File: src/hw/ooo_pkg.sv
package ooo_pkg;

    // ======================================================================
    // Widths and default sizes
    // ======================================================================
    localparam int XLEN              = 32;  // Data and immediate width
    localparam int PHYS_REG_BITS     = 7;
    localparam int ROB_BITS          = 4;
    localparam int OP_BITS           = 35;  // Raw class payload
    localparam int RS_ALU_SIZE       = 4;
    localparam int RS_LSU_SIZE       = 4;
    localparam int ISSUE_CREDITS_DEF = 2;

    // ======================================================================
    // Types
    // ======================================================================
    typedef enum logic {
        FU_ALU = 1'b0,
        FU_LSU = 1'b1
    } fu_class_t;

    typedef struct packed {
        logic [1:0]      alu_op;
        logic            use_imm;  // Second operand from imm
        logic [XLEN-1:0] imm;
    } alu_payload_t;

    typedef struct packed {
        logic            is_store;
        logic [1:0]      size;     // Access size code
        logic [XLEN-1:0] offset;
    } lsu_payload_t;

    typedef struct packed {
        fu_class_t                fu;
        logic [ROB_BITS-1:0]      rob_tag;
        logic [PHYS_REG_BITS-1:0] prd;
        logic [PHYS_REG_BITS-1:0] prs1;
        logic                     prs1_ready;
        logic [PHYS_REG_BITS-1:0] prs2;
        logic                     prs2_ready;
        logic [OP_BITS-1:0]       payload;  // Cast by class in the router
    } renamed_instr_t;

    // Common part of every station entry
    typedef struct packed {
        logic [ROB_BITS-1:0]      rob_tag;
        logic [PHYS_REG_BITS-1:0] prd;
        logic [PHYS_REG_BITS-1:0] prs1;
        logic [PHYS_REG_BITS-1:0] prs2;
    } rs_head_t;

    typedef struct packed {
        fu_class_t          fu;
        rs_head_t           head;
        logic [OP_BITS-1:0] payload;
    } issue_pkt_t;

    typedef struct packed {
        logic                     valid;
        logic [PHYS_REG_BITS-1:0] prd;  // Register just produced
    } wb_t;

    typedef logic [2:0] credit_cnt_t;

endpackage

File: src/hw/dispatch_router.sv
`timescale 1ns/1ps

module dispatch_router (
    input  ooo_pkg::renamed_instr_t instr,
    input  logic                    dispatch_valid,
    output logic                    alu_en,
    output logic                    lsu_en,
    output ooo_pkg::rs_head_t       head,
    output logic [1:0]              src_ready,
    output ooo_pkg::alu_payload_t   alu_payload,
    output ooo_pkg::lsu_payload_t   lsu_payload
);
    import ooo_pkg::*;

    // Class decode, only one station sees the write
    always_comb begin
        alu_en = 1'b0;
        lsu_en = 1'b0;
        case (instr.fu)
            FU_ALU:  alu_en = dispatch_valid;
            FU_LSU:  lsu_en = dispatch_valid;
            default: alu_en = 1'b0;
        endcase
    end

    // Entry head shared by both stations
    always_comb begin
        head.rob_tag = instr.rob_tag;
        head.prd     = instr.prd;
        head.prs1    = instr.prs1;
        head.prs2    = instr.prs2;
    end

    assign src_ready = {instr.prs2_ready, instr.prs1_ready};  // Bit 0 is rs1

    // Raw payload reinterpreted per class
    assign alu_payload = alu_payload_t'(instr.payload);
    assign lsu_payload = lsu_payload_t'(instr.payload);

endmodule

File: src/hw/issue_merge.sv
`timescale 1ns/1ps

module issue_merge #(
    parameter int ISSUE_CREDITS = ooo_pkg::ISSUE_CREDITS_DEF
) (
    input  logic                  clk,
    input  logic                  rst_n,
    input  logic                  flush,
    input  logic                  alu_cand_valid,
    input  ooo_pkg::rs_head_t     alu_cand_head,
    input  ooo_pkg::alu_payload_t alu_cand_payload,
    output logic                  alu_take,
    input  logic                  lsu_cand_valid,
    input  ooo_pkg::rs_head_t     lsu_cand_head,
    input  ooo_pkg::lsu_payload_t lsu_cand_payload,
    output logic                  lsu_take,
    input  logic                  issue_credit,
    output logic                  issue_valid,
    output ooo_pkg::issue_pkt_t   issue_pkt
);
    import ooo_pkg::*;

    credit_cnt_t credit_cnt;  // Free slots downstream
    logic        alu_prio;    // ALU wins the next tie
    logic        grant_ok;
    logic        any_take;

    // ======================================================================
    // Round-robin grant
    // ======================================================================
    assign grant_ok = (credit_cnt != '0) && !flush;
    assign alu_take = grant_ok && alu_cand_valid && (alu_prio || !lsu_cand_valid);
    assign lsu_take = grant_ok && lsu_cand_valid && (!alu_prio || !alu_cand_valid);
    assign any_take = alu_take || lsu_take;

    always_ff @(posedge clk or negedge rst_n) begin
        if (!rst_n) begin
            credit_cnt  <= credit_cnt_t'(ISSUE_CREDITS);
            alu_prio    <= 1'b1;
            issue_valid <= 1'b0;
        end else begin
            // Flush leaves the count alone
            credit_cnt  <= credit_cnt - credit_cnt_t'(any_take)
                         + credit_cnt_t'(issue_credit);
            issue_valid <= any_take;  // Low after a flush cycle
            if (alu_take) begin
                alu_prio <= 1'b0;
            end else if (lsu_take) begin
                alu_prio <= 1'b1;
            end
        end
    end

    // ======================================================================
    // Issue packet register
    // ======================================================================
    always_ff @(posedge clk) begin
        if (alu_take) begin
            issue_pkt <= '{fu:      FU_ALU,
                           head:    alu_cand_head,
                           payload: OP_BITS'(alu_cand_payload)};
        end else if (lsu_take) begin
            issue_pkt <= '{fu:      FU_LSU,
                           head:    lsu_cand_head,
                           payload: OP_BITS'(lsu_cand_payload)};
        end
    end

endmodule

File: src/hw/ooo_issue_top.sv
`timescale 1ns/1ps

module ooo_issue_top #(
    parameter int RS_ALU_DEPTH  = ooo_pkg::RS_ALU_SIZE,
    parameter int RS_LSU_DEPTH  = ooo_pkg::RS_LSU_SIZE,
    parameter int ISSUE_CREDITS = ooo_pkg::ISSUE_CREDITS_DEF
) (
    input  logic                    clk,
    input  logic                    rst_n,
    input  logic                    flush,
    input  logic                    dispatch_valid,
    input  ooo_pkg::renamed_instr_t dispatch_instr,
    input  ooo_pkg::wb_t            wb,
    output logic                    alu_credit,
    output logic                    lsu_credit,
    input  logic                    issue_credit,
    output logic                    issue_valid,
    output ooo_pkg::issue_pkt_t     issue_pkt
);
    import ooo_pkg::*;

    // ======================================================================
    // Dispatch routing
    // ======================================================================
    logic         alu_en;
    logic         lsu_en;
    rs_head_t     disp_head;
    logic [1:0]   disp_src_ready;
    alu_payload_t disp_alu_payload;
    lsu_payload_t disp_lsu_payload;

    dispatch_router u_router (
        .instr(dispatch_instr),
        .dispatch_valid(dispatch_valid),
        .alu_en(alu_en),
        .lsu_en(lsu_en),
        .head(disp_head),
        .src_ready(disp_src_ready),
        .alu_payload(disp_alu_payload),
        .lsu_payload(disp_lsu_payload)
    );

    // ======================================================================
    // Reservation stations
    // ======================================================================
    logic         alu_cand_valid;
    rs_head_t     alu_cand_head;
    alu_payload_t alu_cand_payload;
    logic         alu_take;
    logic         lsu_cand_valid;
    rs_head_t     lsu_cand_head;
    lsu_payload_t lsu_cand_payload;
    logic         lsu_take;

    reservation_station #(
        .T_PAYLOAD(alu_payload_t),
        .DEPTH(RS_ALU_DEPTH)
    ) u_rs_alu (
        .clk(clk),
        .rst_n(rst_n),
        .flush(flush),
        .dispatch_en(alu_en),
        .head(disp_head),
        .src_ready(disp_src_ready),
        .payload(disp_alu_payload),
        .wb(wb),
        .cand_valid(alu_cand_valid),
        .cand_head(alu_cand_head),
        .cand_payload(alu_cand_payload),
        .take(alu_take),
        .credit(alu_credit)
    );

    reservation_station #(
        .T_PAYLOAD(lsu_payload_t),
        .DEPTH(RS_LSU_DEPTH)
    ) u_rs_lsu (
        .clk(clk),
        .rst_n(rst_n),
        .flush(flush),
        .dispatch_en(lsu_en),
        .head(disp_head),
        .src_ready(disp_src_ready),
        .payload(disp_lsu_payload),
        .wb(wb),
        .cand_valid(lsu_cand_valid),
        .cand_head(lsu_cand_head),
        .cand_payload(lsu_cand_payload),
        .take(lsu_take),
        .credit(lsu_credit)
    );

    // ======================================================================
    // Issue port
    // ======================================================================
    issue_merge #(
        .ISSUE_CREDITS(ISSUE_CREDITS)
    ) u_merge (
        .clk(clk),
        .rst_n(rst_n),
        .flush(flush),
        .alu_cand_valid(alu_cand_valid),
        .alu_cand_head(alu_cand_head),
        .alu_cand_payload(alu_cand_payload),
        .alu_take(alu_take),
        .lsu_cand_valid(lsu_cand_valid),
        .lsu_cand_head(lsu_cand_head),
        .lsu_cand_payload(lsu_cand_payload),
        .lsu_take(lsu_take),
        .issue_credit(issue_credit),
        .issue_valid(issue_valid),
        .issue_pkt(issue_pkt)
    );

endmodule

File: src/hw/reservation_station.sv
`timescale 1ns/1ps

module reservation_station #(
    parameter type T_PAYLOAD = logic,
    parameter int  DEPTH     = 4
) (
    input  logic              clk,
    input  logic              rst_n,
    input  logic              flush,
    input  logic              dispatch_en,
    input  ooo_pkg::rs_head_t head,
    input  logic [1:0]        src_ready,
    input  T_PAYLOAD          payload,
    input  ooo_pkg::wb_t      wb,
    output logic              cand_valid,
    output ooo_pkg::rs_head_t cand_head,
    output T_PAYLOAD          cand_payload,
    input  logic              take,
    output logic              credit
);
    import ooo_pkg::*;

    localparam int IDX_BITS = (DEPTH > 1) ? $clog2(DEPTH) : 1;

    // ======================================================================
    // Entry storage
    // ======================================================================
    logic [DEPTH-1:0]    valid_q;
    logic [1:0]          rdy_q  [DEPTH];   // Per-source ready
    logic [IDX_BITS-1:0] age_q  [DEPTH];   // Count of younger valid entries
    rs_head_t            head_q [DEPTH];
    T_PAYLOAD            pay_q  [DEPTH];

    logic [1:0]          wake   [DEPTH];
    logic [1:0]          new_wake;
    logic [IDX_BITS-1:0] free_idx;
    logic                free_found;
    logic [IDX_BITS-1:0] sel_idx;
    logic [IDX_BITS-1:0] sel_age;
    logic                alloc;
    logic                leave;

    // Tag match against the wake-up bus
    always_comb begin
        for (int i = 0; i < DEPTH; i++) begin
            wake[i][0] = wb.valid && (wb.prd == head_q[i].prs1);
            wake[i][1] = wb.valid && (wb.prd == head_q[i].prs2);
        end
        new_wake[0] = wb.valid && (wb.prd == head.prs1);  // Same-cycle wake-up
        new_wake[1] = wb.valid && (wb.prd == head.prs2);
    end

    // Lowest free index wins
    always_comb begin
        free_found = 1'b0;
        free_idx   = '0;
        for (int i = DEPTH - 1; i >= 0; i--) begin
            if (!valid_q[i]) begin
                free_found = 1'b1;
                free_idx   = IDX_BITS'(i);
            end
        end
    end

    // ======================================================================
    // Oldest-ready select
    // ======================================================================
    always_comb begin
        cand_valid = 1'b0;
        sel_idx    = '0;
        sel_age    = '0;
        for (int i = 0; i < DEPTH; i++) begin
            if (valid_q[i] && (&rdy_q[i]) && (!cand_valid || (age_q[i] > sel_age))) begin
                cand_valid = 1'b1;
                sel_idx    = IDX_BITS'(i);
                sel_age    = age_q[i];
            end
        end
    end

    assign cand_head    = head_q[sel_idx];
    assign cand_payload = pay_q[sel_idx];

    assign alloc = dispatch_en && free_found && !flush;
    assign leave = take && cand_valid && !flush;  // Flush cancels the take

    always_ff @(posedge clk or negedge rst_n) begin
        if (!rst_n) begin
            valid_q <= '0;
            credit  <= 1'b0;
            for (int i = 0; i < DEPTH; i++) begin
                rdy_q[i] <= '0;
                age_q[i] <= '0;
            end
        end else begin
            credit <= leave;  // One pulse per entry issued
            if (flush) begin
                valid_q <= '0;
            end else begin
                for (int i = 0; i < DEPTH; i++) begin
                    if (leave && (sel_idx == IDX_BITS'(i))) begin
                        valid_q[i] <= 1'b0;
                    end else if (valid_q[i]) begin
                        rdy_q[i] <= rdy_q[i] | wake[i];
                        // Older entries lose the leaving one as a younger neighbour
                        age_q[i] <= age_q[i] + IDX_BITS'(alloc)
                                  - IDX_BITS'(leave && (age_q[i] > sel_age));
                    end
                end
                if (alloc) begin
                    valid_q[free_idx] <= 1'b1;
                    rdy_q[free_idx]   <= src_ready | new_wake;
                    age_q[free_idx]   <= '0;  // Youngest
                end
            end
        end
    end

    always_ff @(posedge clk) begin
        if (alloc) begin
            head_q[free_idx] <= head;
            pay_q[free_idx]  <= payload;
        end
    end

endmodule

File: config.mk
export PLATFORM = sky130hd
export DESIGN_NAME = ooo_issue_top
export DESIGN_NICKNAME = d
export VERILOG_FILES = /design/src/hw/ooo_pkg.sv /design/src/hw/dispatch_router.sv /design/src/hw/issue_merge.sv /design/src/hw/ooo_issue_top.sv /design/src/hw/reservation_station.sv
export SDC_FILE = /design/constraint.sdc
export NUM_CORES = 1
export LEC_CHECK = 0
export ABC_AREA = 1
export BUFFER_PORTS_ARGS = -buffer_cell sky130_fd_sc_hd__buf_2
export CORE_MARGIN = 5
export CORE_UTILIZATION = 27
export DETAILED_ROUTE_END_ITERATION = 8
export GPL_ROUTABILITY_DRIVEN = 0
export PLACE_DENSITY = 0.39
export SLEW_MARGIN = 10
export SYNTH_ARGS = -nofsm -noshare
export SYNTH_HDL_FRONTEND = slang
export SYNTH_SLANG_ARGS = --single-unit
File: constraint.sdc
create_clock -name clk -period 6.4 [get_ports clk]
set_input_delay 1.6 -clock clk [delete_from_list [all_inputs] [get_ports clk]]
set_output_delay 1.6 -clock clk [all_outputs]
set_load 0.05 [all_outputs]
==> impl_results.md, run 1 <==
- Worst Max-Slew Pin Slew: 1.006 ns
- Worst Hold Depth: 2
- Register bit total from synthesis: 588
- Status: complete, no violations
- Pint: 6739 uW
- Period utilization: 0.8714
- GR Overflow Total: 0
- Post-DRT Antenna Nets: 0
- Core area: 93,470 um^2
- Worst path max stage delay: 0.55 ns
- Sequential share of power: 0.500
- CP endpoint kind: flip-flop
- Syn Nets: 2,397
- Max_cap viols: 0
- Longest Clk Path Bufs: 3
- Post-CTS Resized: 0
- Pwr Total: 8683 uW
- CP max FO: 10
- Multi-input logic area: 7138 um^2
- Total Routing Usage GR: 0.1621
- Sw Share: 0.2238
- Nets: 2,556
- # IOs: 140
- Worst EP arrival: 6.10 ns
- Dpl hpwl: 50,520 um
- Asr flop ratio synth: 0.07993
- TritonCTS buffer count: 72
- Layout cells sized above 1: 0.1287
- Synth Flop Type: edfxtp_1
- Die footprint: 100,600 um^2
- Worst setup SP type: flip-flop
- Hold WC Path Type: reg -> reg
- Clock Sinks: 588
- WP data required: 6.93 ns
- Peak VDD IR: 169.6 uV
- DRT iter0 DRCs: 1,100
- Chip width: 317.2 um
- Post-synthesis instance total: 2,274
- Die Ht: 317.2 um
- Final setup violating endpoints: 0
- Clk network pwr share: 0.449
- Fin area: 30,030 um^2
- H-tree levels: 3
- Cell area after synthesis: 25,480 um^2
- Flop2flop setup slack: 0.82 ns
- Combinational fraction of design power: 0.051
- Setup bufs post-CTS: 0
- Dpl cell area: 27,780 um^2
- Seq/Total Area, Yosys: 0.6836
- Max-slew violations: 0
- Reg-to-reg endpoint: u_rs_alu.age_q[7]$_DFFE_PN0N_
- Largest net degree at the start of global routing: 57
- Mean Syn Cell Area: 11.20 um^2
- Port-buffer cells: 139
- Switching pwr: 1944 uW
- CTS tree: built
- Worst-path clk slew: 0.06 ns
- Vias in the first global route: 17,339
- Antenna violations before repair: 19
- First-pass GRT wire length: 119,900 um
- HP Start: u_merge.issue_pkt[60]$_SDFFE_PP0P_
- Fin Clk Skew: 0.02590 ns
- Ys Warns: 0
- Pwr/cell area: 289.1 nW/um^2
- Starting Density: 0.2726
- Cell depth of the worst flop-to-flop path: 35
- Routed Wire Length: 81,810 um
- Max Clock Freq: 179.3 MHz
- Final min period: 5.577 ns
- Drt pass-1 iters: 5
- Final TNS setup: 0 ns
- Cell row count: 112
- Number of flops mapped to enable cells by yosys: 540
- DR vias: 17,195
- Area grow syn2layout: 17.88%
- Residual DRC: 0
- Critical Path Most Common Cell: nand2_1
- Leak pwr: 0.01120 uW
- # hold bufs at CTS: 0
- RSZ-0062 raised after global routing: false
- Slowest-stage cell, CP: dfrtp_1
- Reg-to-Reg Start: u_rs_alu.valid_q[0]$_DFF_PN0_
- CTS root buf: clkbuf_16
- Worst skew pair latency: 0.62 ns
- Hold Path End: u_merge.issue_pkt[60]$_SDFFE_PP0P_
- Fill cell count: 9,496
- Worst Setup Path Type: reg -> reg
- Routed len/inst: 21.82 um
- Hold Violations, Final: 0
- Slew HR: 0.3276
- Cell variety after synth: 50
- Vias per Instance: 4.585
- Storage cell area: 17,410 um^2
==> placed cells by master (no fill, tap or decap), types with 26 or more instances in the layout <==
master,synthesis,final
clkbuf_16,0,77
nand3_1,49,48
nand4_1,116,116
edfxtp_1,540,540
nor3_1,26,26
a21oi_1,63,63
nand2_1,821,820
dfrtp_1,45,45
xor2_1,35,35
nor2_1,114,111
inv_1,129,124
ha_1,46,46
xnor2_1,27,27
buf_4,7,29
buf_2,55,139
o21ai_0,47,47
==> Yosys cell counts (5+ instances only) <==
cell / instances / share of area
o21bai_1: 7 / 0.0021
nand2_1: 821 / 0.12
nor3_1: 26 / 0.0051
o211ai_1: 6 / 0.0018
o21ai_1: 15 / 0.0029
and2_1: 5 / 0.0012
nor2_1: 114 / 0.017
nand4_1: 116 / 0.028
xnor2_1: 27 / 0.0093
a21oi_1: 63 / 0.012
buf_4: 7 / 0.0021
ha_1: 46 / 0.023
buf_2: 55 / 0.011
xor2_1: 35 / 0.012
nand3b_1: 7 / 0.0021
dfrtp_1: 45 / 0.044
edfxtp_1: 540 / 0.64
a211oi_1: 8 / 0.0024
o21ai_0: 47 / 0.0092
inv_1: 129 / 0.019
or2_2: 15 / 0.0037
inv_2: 7 / 0.0010
o22ai_1: 8 / 0.0020
nand3_1: 49 / 0.0096
clkbuf_1: 28 / 0.0041
==> worst max-delay path, delay by kind of cell, from the launching register on <==
kind | cells | cell delay, ns
AO/OA/AOI/OAI | 7 | 1.55
adder cells (fa/ha/maj) | 6 | 1.68
buffers and inverters | 3 | 0.20
flip-flops | 1 | 0.55
AND/OR/NAND/NOR | 19 | 1.48
==> per-stage QoR <==
step	hold WS (ns)	setup WS, ns	util	instances
6_report	0.4797	0.8230	0.3213	3750
5_1_grt	0.5300	0.2356	0.3211	3743
3_3_place_gp	0.4558	0.9706	0.2973	3613
2_1_floorplan	0.4588	0.8292	-	2274
4_1_cts	0.4896	0.8131	0.3211	3741
3_5_place_dp	0.4757	0.8615	0.2973	3613
==> metal layers <==
layer | routed length (um) | GRT usage | vias up | part of all wire
li1 | - | - | 8150 | -
met1 | 36540 | 0.2172 | 8525 | 0.45
met2 | 38660 | 0.2682 | 400 | 0.47
met3 | 4981 | 0.03812 | 106 | 0.061
met4 | 1540 | 0.03853 | 14 | 0.019
met5 | 94 | 0 | - | 0.0011
==> sequential cells by signal, indices dropped and copies added (netlist names), 3 cells and up <==
register            cells
u_rs_alu.rdy_q          8
u_rs_alu.valid_q        4
u_rs_alu.pay_q        140
u_rs_alu.head_q       100
u_rs_lsu.age_q          8
u_merge.issue_pkt      61
u_rs_lsu.head_q       100
u_rs_alu.age_q          8
u_rs_lsu.rdy_q          8
u_rs_lsu.valid_q        4
u_rs_lsu.pay_q        140
u_merge.credit_cnt      3
==> power groups by stage <==
| stage | Combinational [uW] | Clock (uW) | Sequential [uW] |
|---|---|---|---|
| global route | 500 | 4200 | 4350 |
| floorplan | 243 | 0 | 4440 |
| CTS | 452 | 4040 | 4340 |
| detailed placement | 450 | 0 | 4420 |
| global placement | 444 | 0 | 4420 |
| finish | 444 | 3900 | 4340 |
==> how the worst max path moves through the flow <==
stage,cells past startpoint,slack (ns),from,to
4_1_cts,34,0.81,u_rs_lsu.valid_q[0]$_DFF_PN0_,u_rs_lsu.age_q[3]$_DFFE_PN0N_
6_report,35,0.82,u_rs_alu.valid_q[0]$_DFF_PN0_,u_rs_alu.age_q[7]$_DFFE_PN0N_
5_1_grt,35,0.24,u_rs_alu.valid_q[0]$_DFF_PN0_,u_rs_alu.age_q[7]$_DFFE_PN0N_
2_1_floorplan,9,0.83,flush,u_rs_lsu.rdy_q[2]$_DFFE_PN0N_
3_5_place_dp,34,0.86,u_rs_alu.valid_q[0]$_DFF_PN0_,u_rs_alu.age_q[3]$_DFFE_PN0N_
3_3_place_gp,34,0.97,u_rs_alu.valid_q[0]$_DFF_PN0_,u_rs_alu.age_q[5]$_DFFE_PN0N_
==> area by class of cell <==
type / instances / share of cell area
Inverter: 138 / 0.01762
Multi-Input combinational cell: 1454 / 0.2377
Clock inverter: 29 / 0.007166
Antenna cell: 9 / 0.0007499
Tap cell: 1254 / 0.05225
Timing Repair Buffer: 179 / 0.03775
Clock buffer: 99 / 0.06691
Sequential cell: 588 / 0.5799
==> cell families after synthesis <==
logic type / Yosys count / share of synthesized area
adders and majority gates: 47 / 0.02338
DFF: 588 / 0.6836
xor gates and xnor gates: 62 / 0.02132
and+or+nand+nor: 1176 / 0.1957
buffers and inverters: 232 / 0.03831
AOI/OAI and AO/OA: 169 / 0.03777
No activity file was read; power rests on OpenSTA's default activity.
==> inputs of run 2 (changes only) <==
Settings changed: SYNTH_HIERARCHICAL set to 1.
==> run 2 against run 1 <==
Against the previous run: clock skew is 0.0053 ns higher; register-to-register slack worse by 0.07 ns; sequential share of layout area down 1.3 points; cell count rose by 1.4%; via count grew 5.5%; flip-flop and latch count unchanged; non-clock buffer count up 2; setup slack lost 0.071 ns; critical endpoint is now u_rs_lsu/age_q[1]$_DFFE_PN0N_; largest cell class unchanged; highest routed layer unchanged.
==> impl_results.md, run 2 <==
- Status: complete, no violations
- Area share of the largest cell type after synthesis: 0.6064
- Dpl cell area: 28,280 um^2
- CTS tree: built
- Max Clock Freq: 177.1 MHz
- Antenna violations before repair: 20
- Pint: 6936 uW
- Pwr/cell area: 298.2 nW/um^2
- Nets: 2,577
- # hold bufs at CTS: 0
- TritonCTS buffer count: 70
- Chip width: 324.7 um
- Vias in the first global route: 17,986
- Hold WC Path Type: reg -> reg
- Post-DRT Antenna Nets: 0
- Post-synthesis instance total: 2,397
- Die footprint: 105,400 um^2
- Reg-to-Reg Start: u_rs_lsu/valid_q[0]$_DFF_PN0_
- Syn Nets: 2,520
- Final TNS setup: 0 ns
- H-tree levels: 3
- Die Ht: 324.7 um
- Largest registers: u_rs_alu/pay_q: 140 flops, u_rs_lsu/pay_q: 140 flops
- Leak pwr: 0.01143 uW
- Storage cell area: 17,410 um^2
- Max-slew violations: 0
- DR vias: 18,136
- Hold Violations, Final: 0
- Hold Path End: u_merge/issue_pkt[60]$_SDFFE_PN0P_
- Layout cells sized above 1: 0.1390
- Residual DRC: 0
- Core area: 98,420 um^2
- Slew HR: 0.2973
- Dpl hpwl: 51,650 um
- Slowest-stage cell, CP: dfrtp_1
- Starting Density: 0.2717
- Post-Synth Simple-Gate Area: 0.1935
- Vias per Instance: 4.769
- CP max FO: 16
- GR Overflow Total: 0
- CP Buf/Inv Count: 2
- Worst EP arrival: 6.21 ns
- Worst skew pair latency: 0.64 ns
- Combinational fraction of design power: 0.070
- Largest family of logic cells by synthesized area: simple AND/OR/NAND/NOR gates
- Number of flops mapped to enable cells by yosys: 540
- Post-synth top area cell: edfxtp_1
- Xor-xnor portion of the synthesized cell area: 0.02751
- Critical Path Most Common Cell: nand2_1
- Sw Share: 0.2426
- Multiplexer share of the synthesized area: 0
- Mean Syn Cell Area: 11.16 um^2
- # IOs: 140
- Asr flop ratio synth: 0.07993
- Cell area after synthesis: 26,740 um^2
- Compound-Gate Fraction of Synth Area: 0.03743
- Switching pwr: 2221 uW
- Register bit total from synthesis: 588
- CTS root buf: clkbuf_16
- Setup bufs post-CTS: 0
- Drt pass-1 iters: 5
- Worst path max stage delay: 0.54 ns
- CP endpoint kind: flip-flop
- Worst Hold Depth: 2
- Port-buffer cells: 139
- Seq/Total Area, Yosys: 0.6512
- Synth area leaders: edfxtp_1, nand2_1, dfrtp_1
- Cell row count: 115
- Pwr Total: 9157 uW
- Cell depth of the worst flop-to-flop path: 35
- WP data required: 6.97 ns
- CP top delay family: adder cells
- Fill cell count: 10,062
- HP Start: u_merge/issue_pkt[60]$_SDFFE_PN0P_
- Reg-to-reg endpoint: u_rs_lsu/age_q[1]$_DFFE_PN0N_
- Area grow syn2layout: 14.82%
- Post-CTS Resized: 0
- Multi-input logic area: 7581 um^2
- Largest net degree at the start of global routing: 64
- Period utilization: 0.8824
- DRT iter0 DRCs: 1,306
- Synth Flop Type: edfxtp_1
- Crit path from: u_rs_lsu/valid_q[0]$_DFF_PN0_
- Clock Sinks: 588
- Fin Clk Skew: 0.03124 ns
- Max_cap viols: 0
- Worst Max-Slew Pin Slew: 1.054 ns
- First-pass GRT wire length: 125,000 um
- Most frequent cells in the layout: nand2_1, edfxtp_1, nand4_1
- Commonest non-fill, non-tap cell in the layout: nand2_1
- RSZ-0062 raised after global routing: false
- Fin area: 30,700 um^2
- Flop2flop setup slack: 0.75 ns
- Adder-cell share of the synthesized area: 0.02227
- Most frequent cell after synthesis: nand2_1
- Peak VDD IR: 163.6 uV
- Longest Clk Path Bufs: 3
- Routed len/inst: 22.60 um
- Cell variety after synth: 49
- Worst setup SP type: flip-flop
- Sequential share of power: 0.477
- Final setup violating endpoints: 0
- Clk network pwr share: 0.454
- Commonest cells post-synth: nand2_1, edfxtp_1, nand4_1
- Worst Setup Path Type: reg -> reg
- Ys Warns: 6
- Total Routing Usage GR: 0.1589
- Core Util, Final: 0.3120
- Final min period: 5.648 ns
- Worst-path clk slew: 0.06 ns
- Routed Wire Length: 85,940 um
## run 2: worst max-delay path by stage
stage / endpoint / slack, ns / cells after the start
after floorplan: u_rs_alu/rdy_q[1]$_DFFE_PN0N_ / 0.91 / 8
after global placement: u_rs_lsu/age_q[5]$_DFFE_PN0N_ / 0.86 / 37
after detailed placement: u_rs_alu/age_q[5]$_DFFE_PN0N_ / 0.72 / 35
after CTS: u_rs_alu/age_q[5]$_DFFE_PN0N_ / 0.70 / 35
after global routing: u_rs_alu/age_q[5]$_DFFE_PN0N_ / 0.07 / 37
final: u_rs_lsu/age_q[1]$_DFFE_PN0N_ / 0.75 / 35
## run 2: area by class of cell
cell class	instances	share of cell area
diodes	5	0.0004075
clock buffers	79	0.05848
clock inverters	50	0.02009
inverters	149	0.01834
multi-input cells	1464	0.2469
flip-flops and latches	588	0.5672
well taps	1287	0.05244
repair buffers	181	0.03619
## run 2: kinds of logic after synthesis
group,Yosys count
buf+inv,345
flops,588
compound gates,155
simple gates,1178
xor+xnor,84
fa+ha+maj,47
## run 2: worst min-delay path: stages, from the launching register on
cell and delay (ns):
dfxtp_1 0.31, nand2_1 0.06, nand2_1 0.04
## run 2: through the flow
step                      hold slack (ns)  worst slack [ns]  instances
after CTS                          0.4571            0.6961       3798
after global routing               0.4944           0.06857       3800
after detailed placement           0.4471            0.7182       3669
final                              0.4559            0.7524       3803
after floorplan                    0.4562            0.9058       2397
after global placement             0.4361            0.8629       3669
## run 2: routing by layer
layer  share of wire  up-vias  GRT usage
met4           0.028       16    0.04673
met1            0.45     9035     0.2156
li1                -     8353          -
met2            0.46      574     0.2598
met3           0.060      158    0.03067
met5          0.0013        -          0
## run 2: power groups by stage
stage	combinational (uW)	clock, uW	sequential [uW]
after floorplan	411	0	4470
after global placement	636	0	4440
after detailed placement	646	0	4440
after CTS	648	4290	4370
after global routing	711	4440	4370
final	637	4150	4370
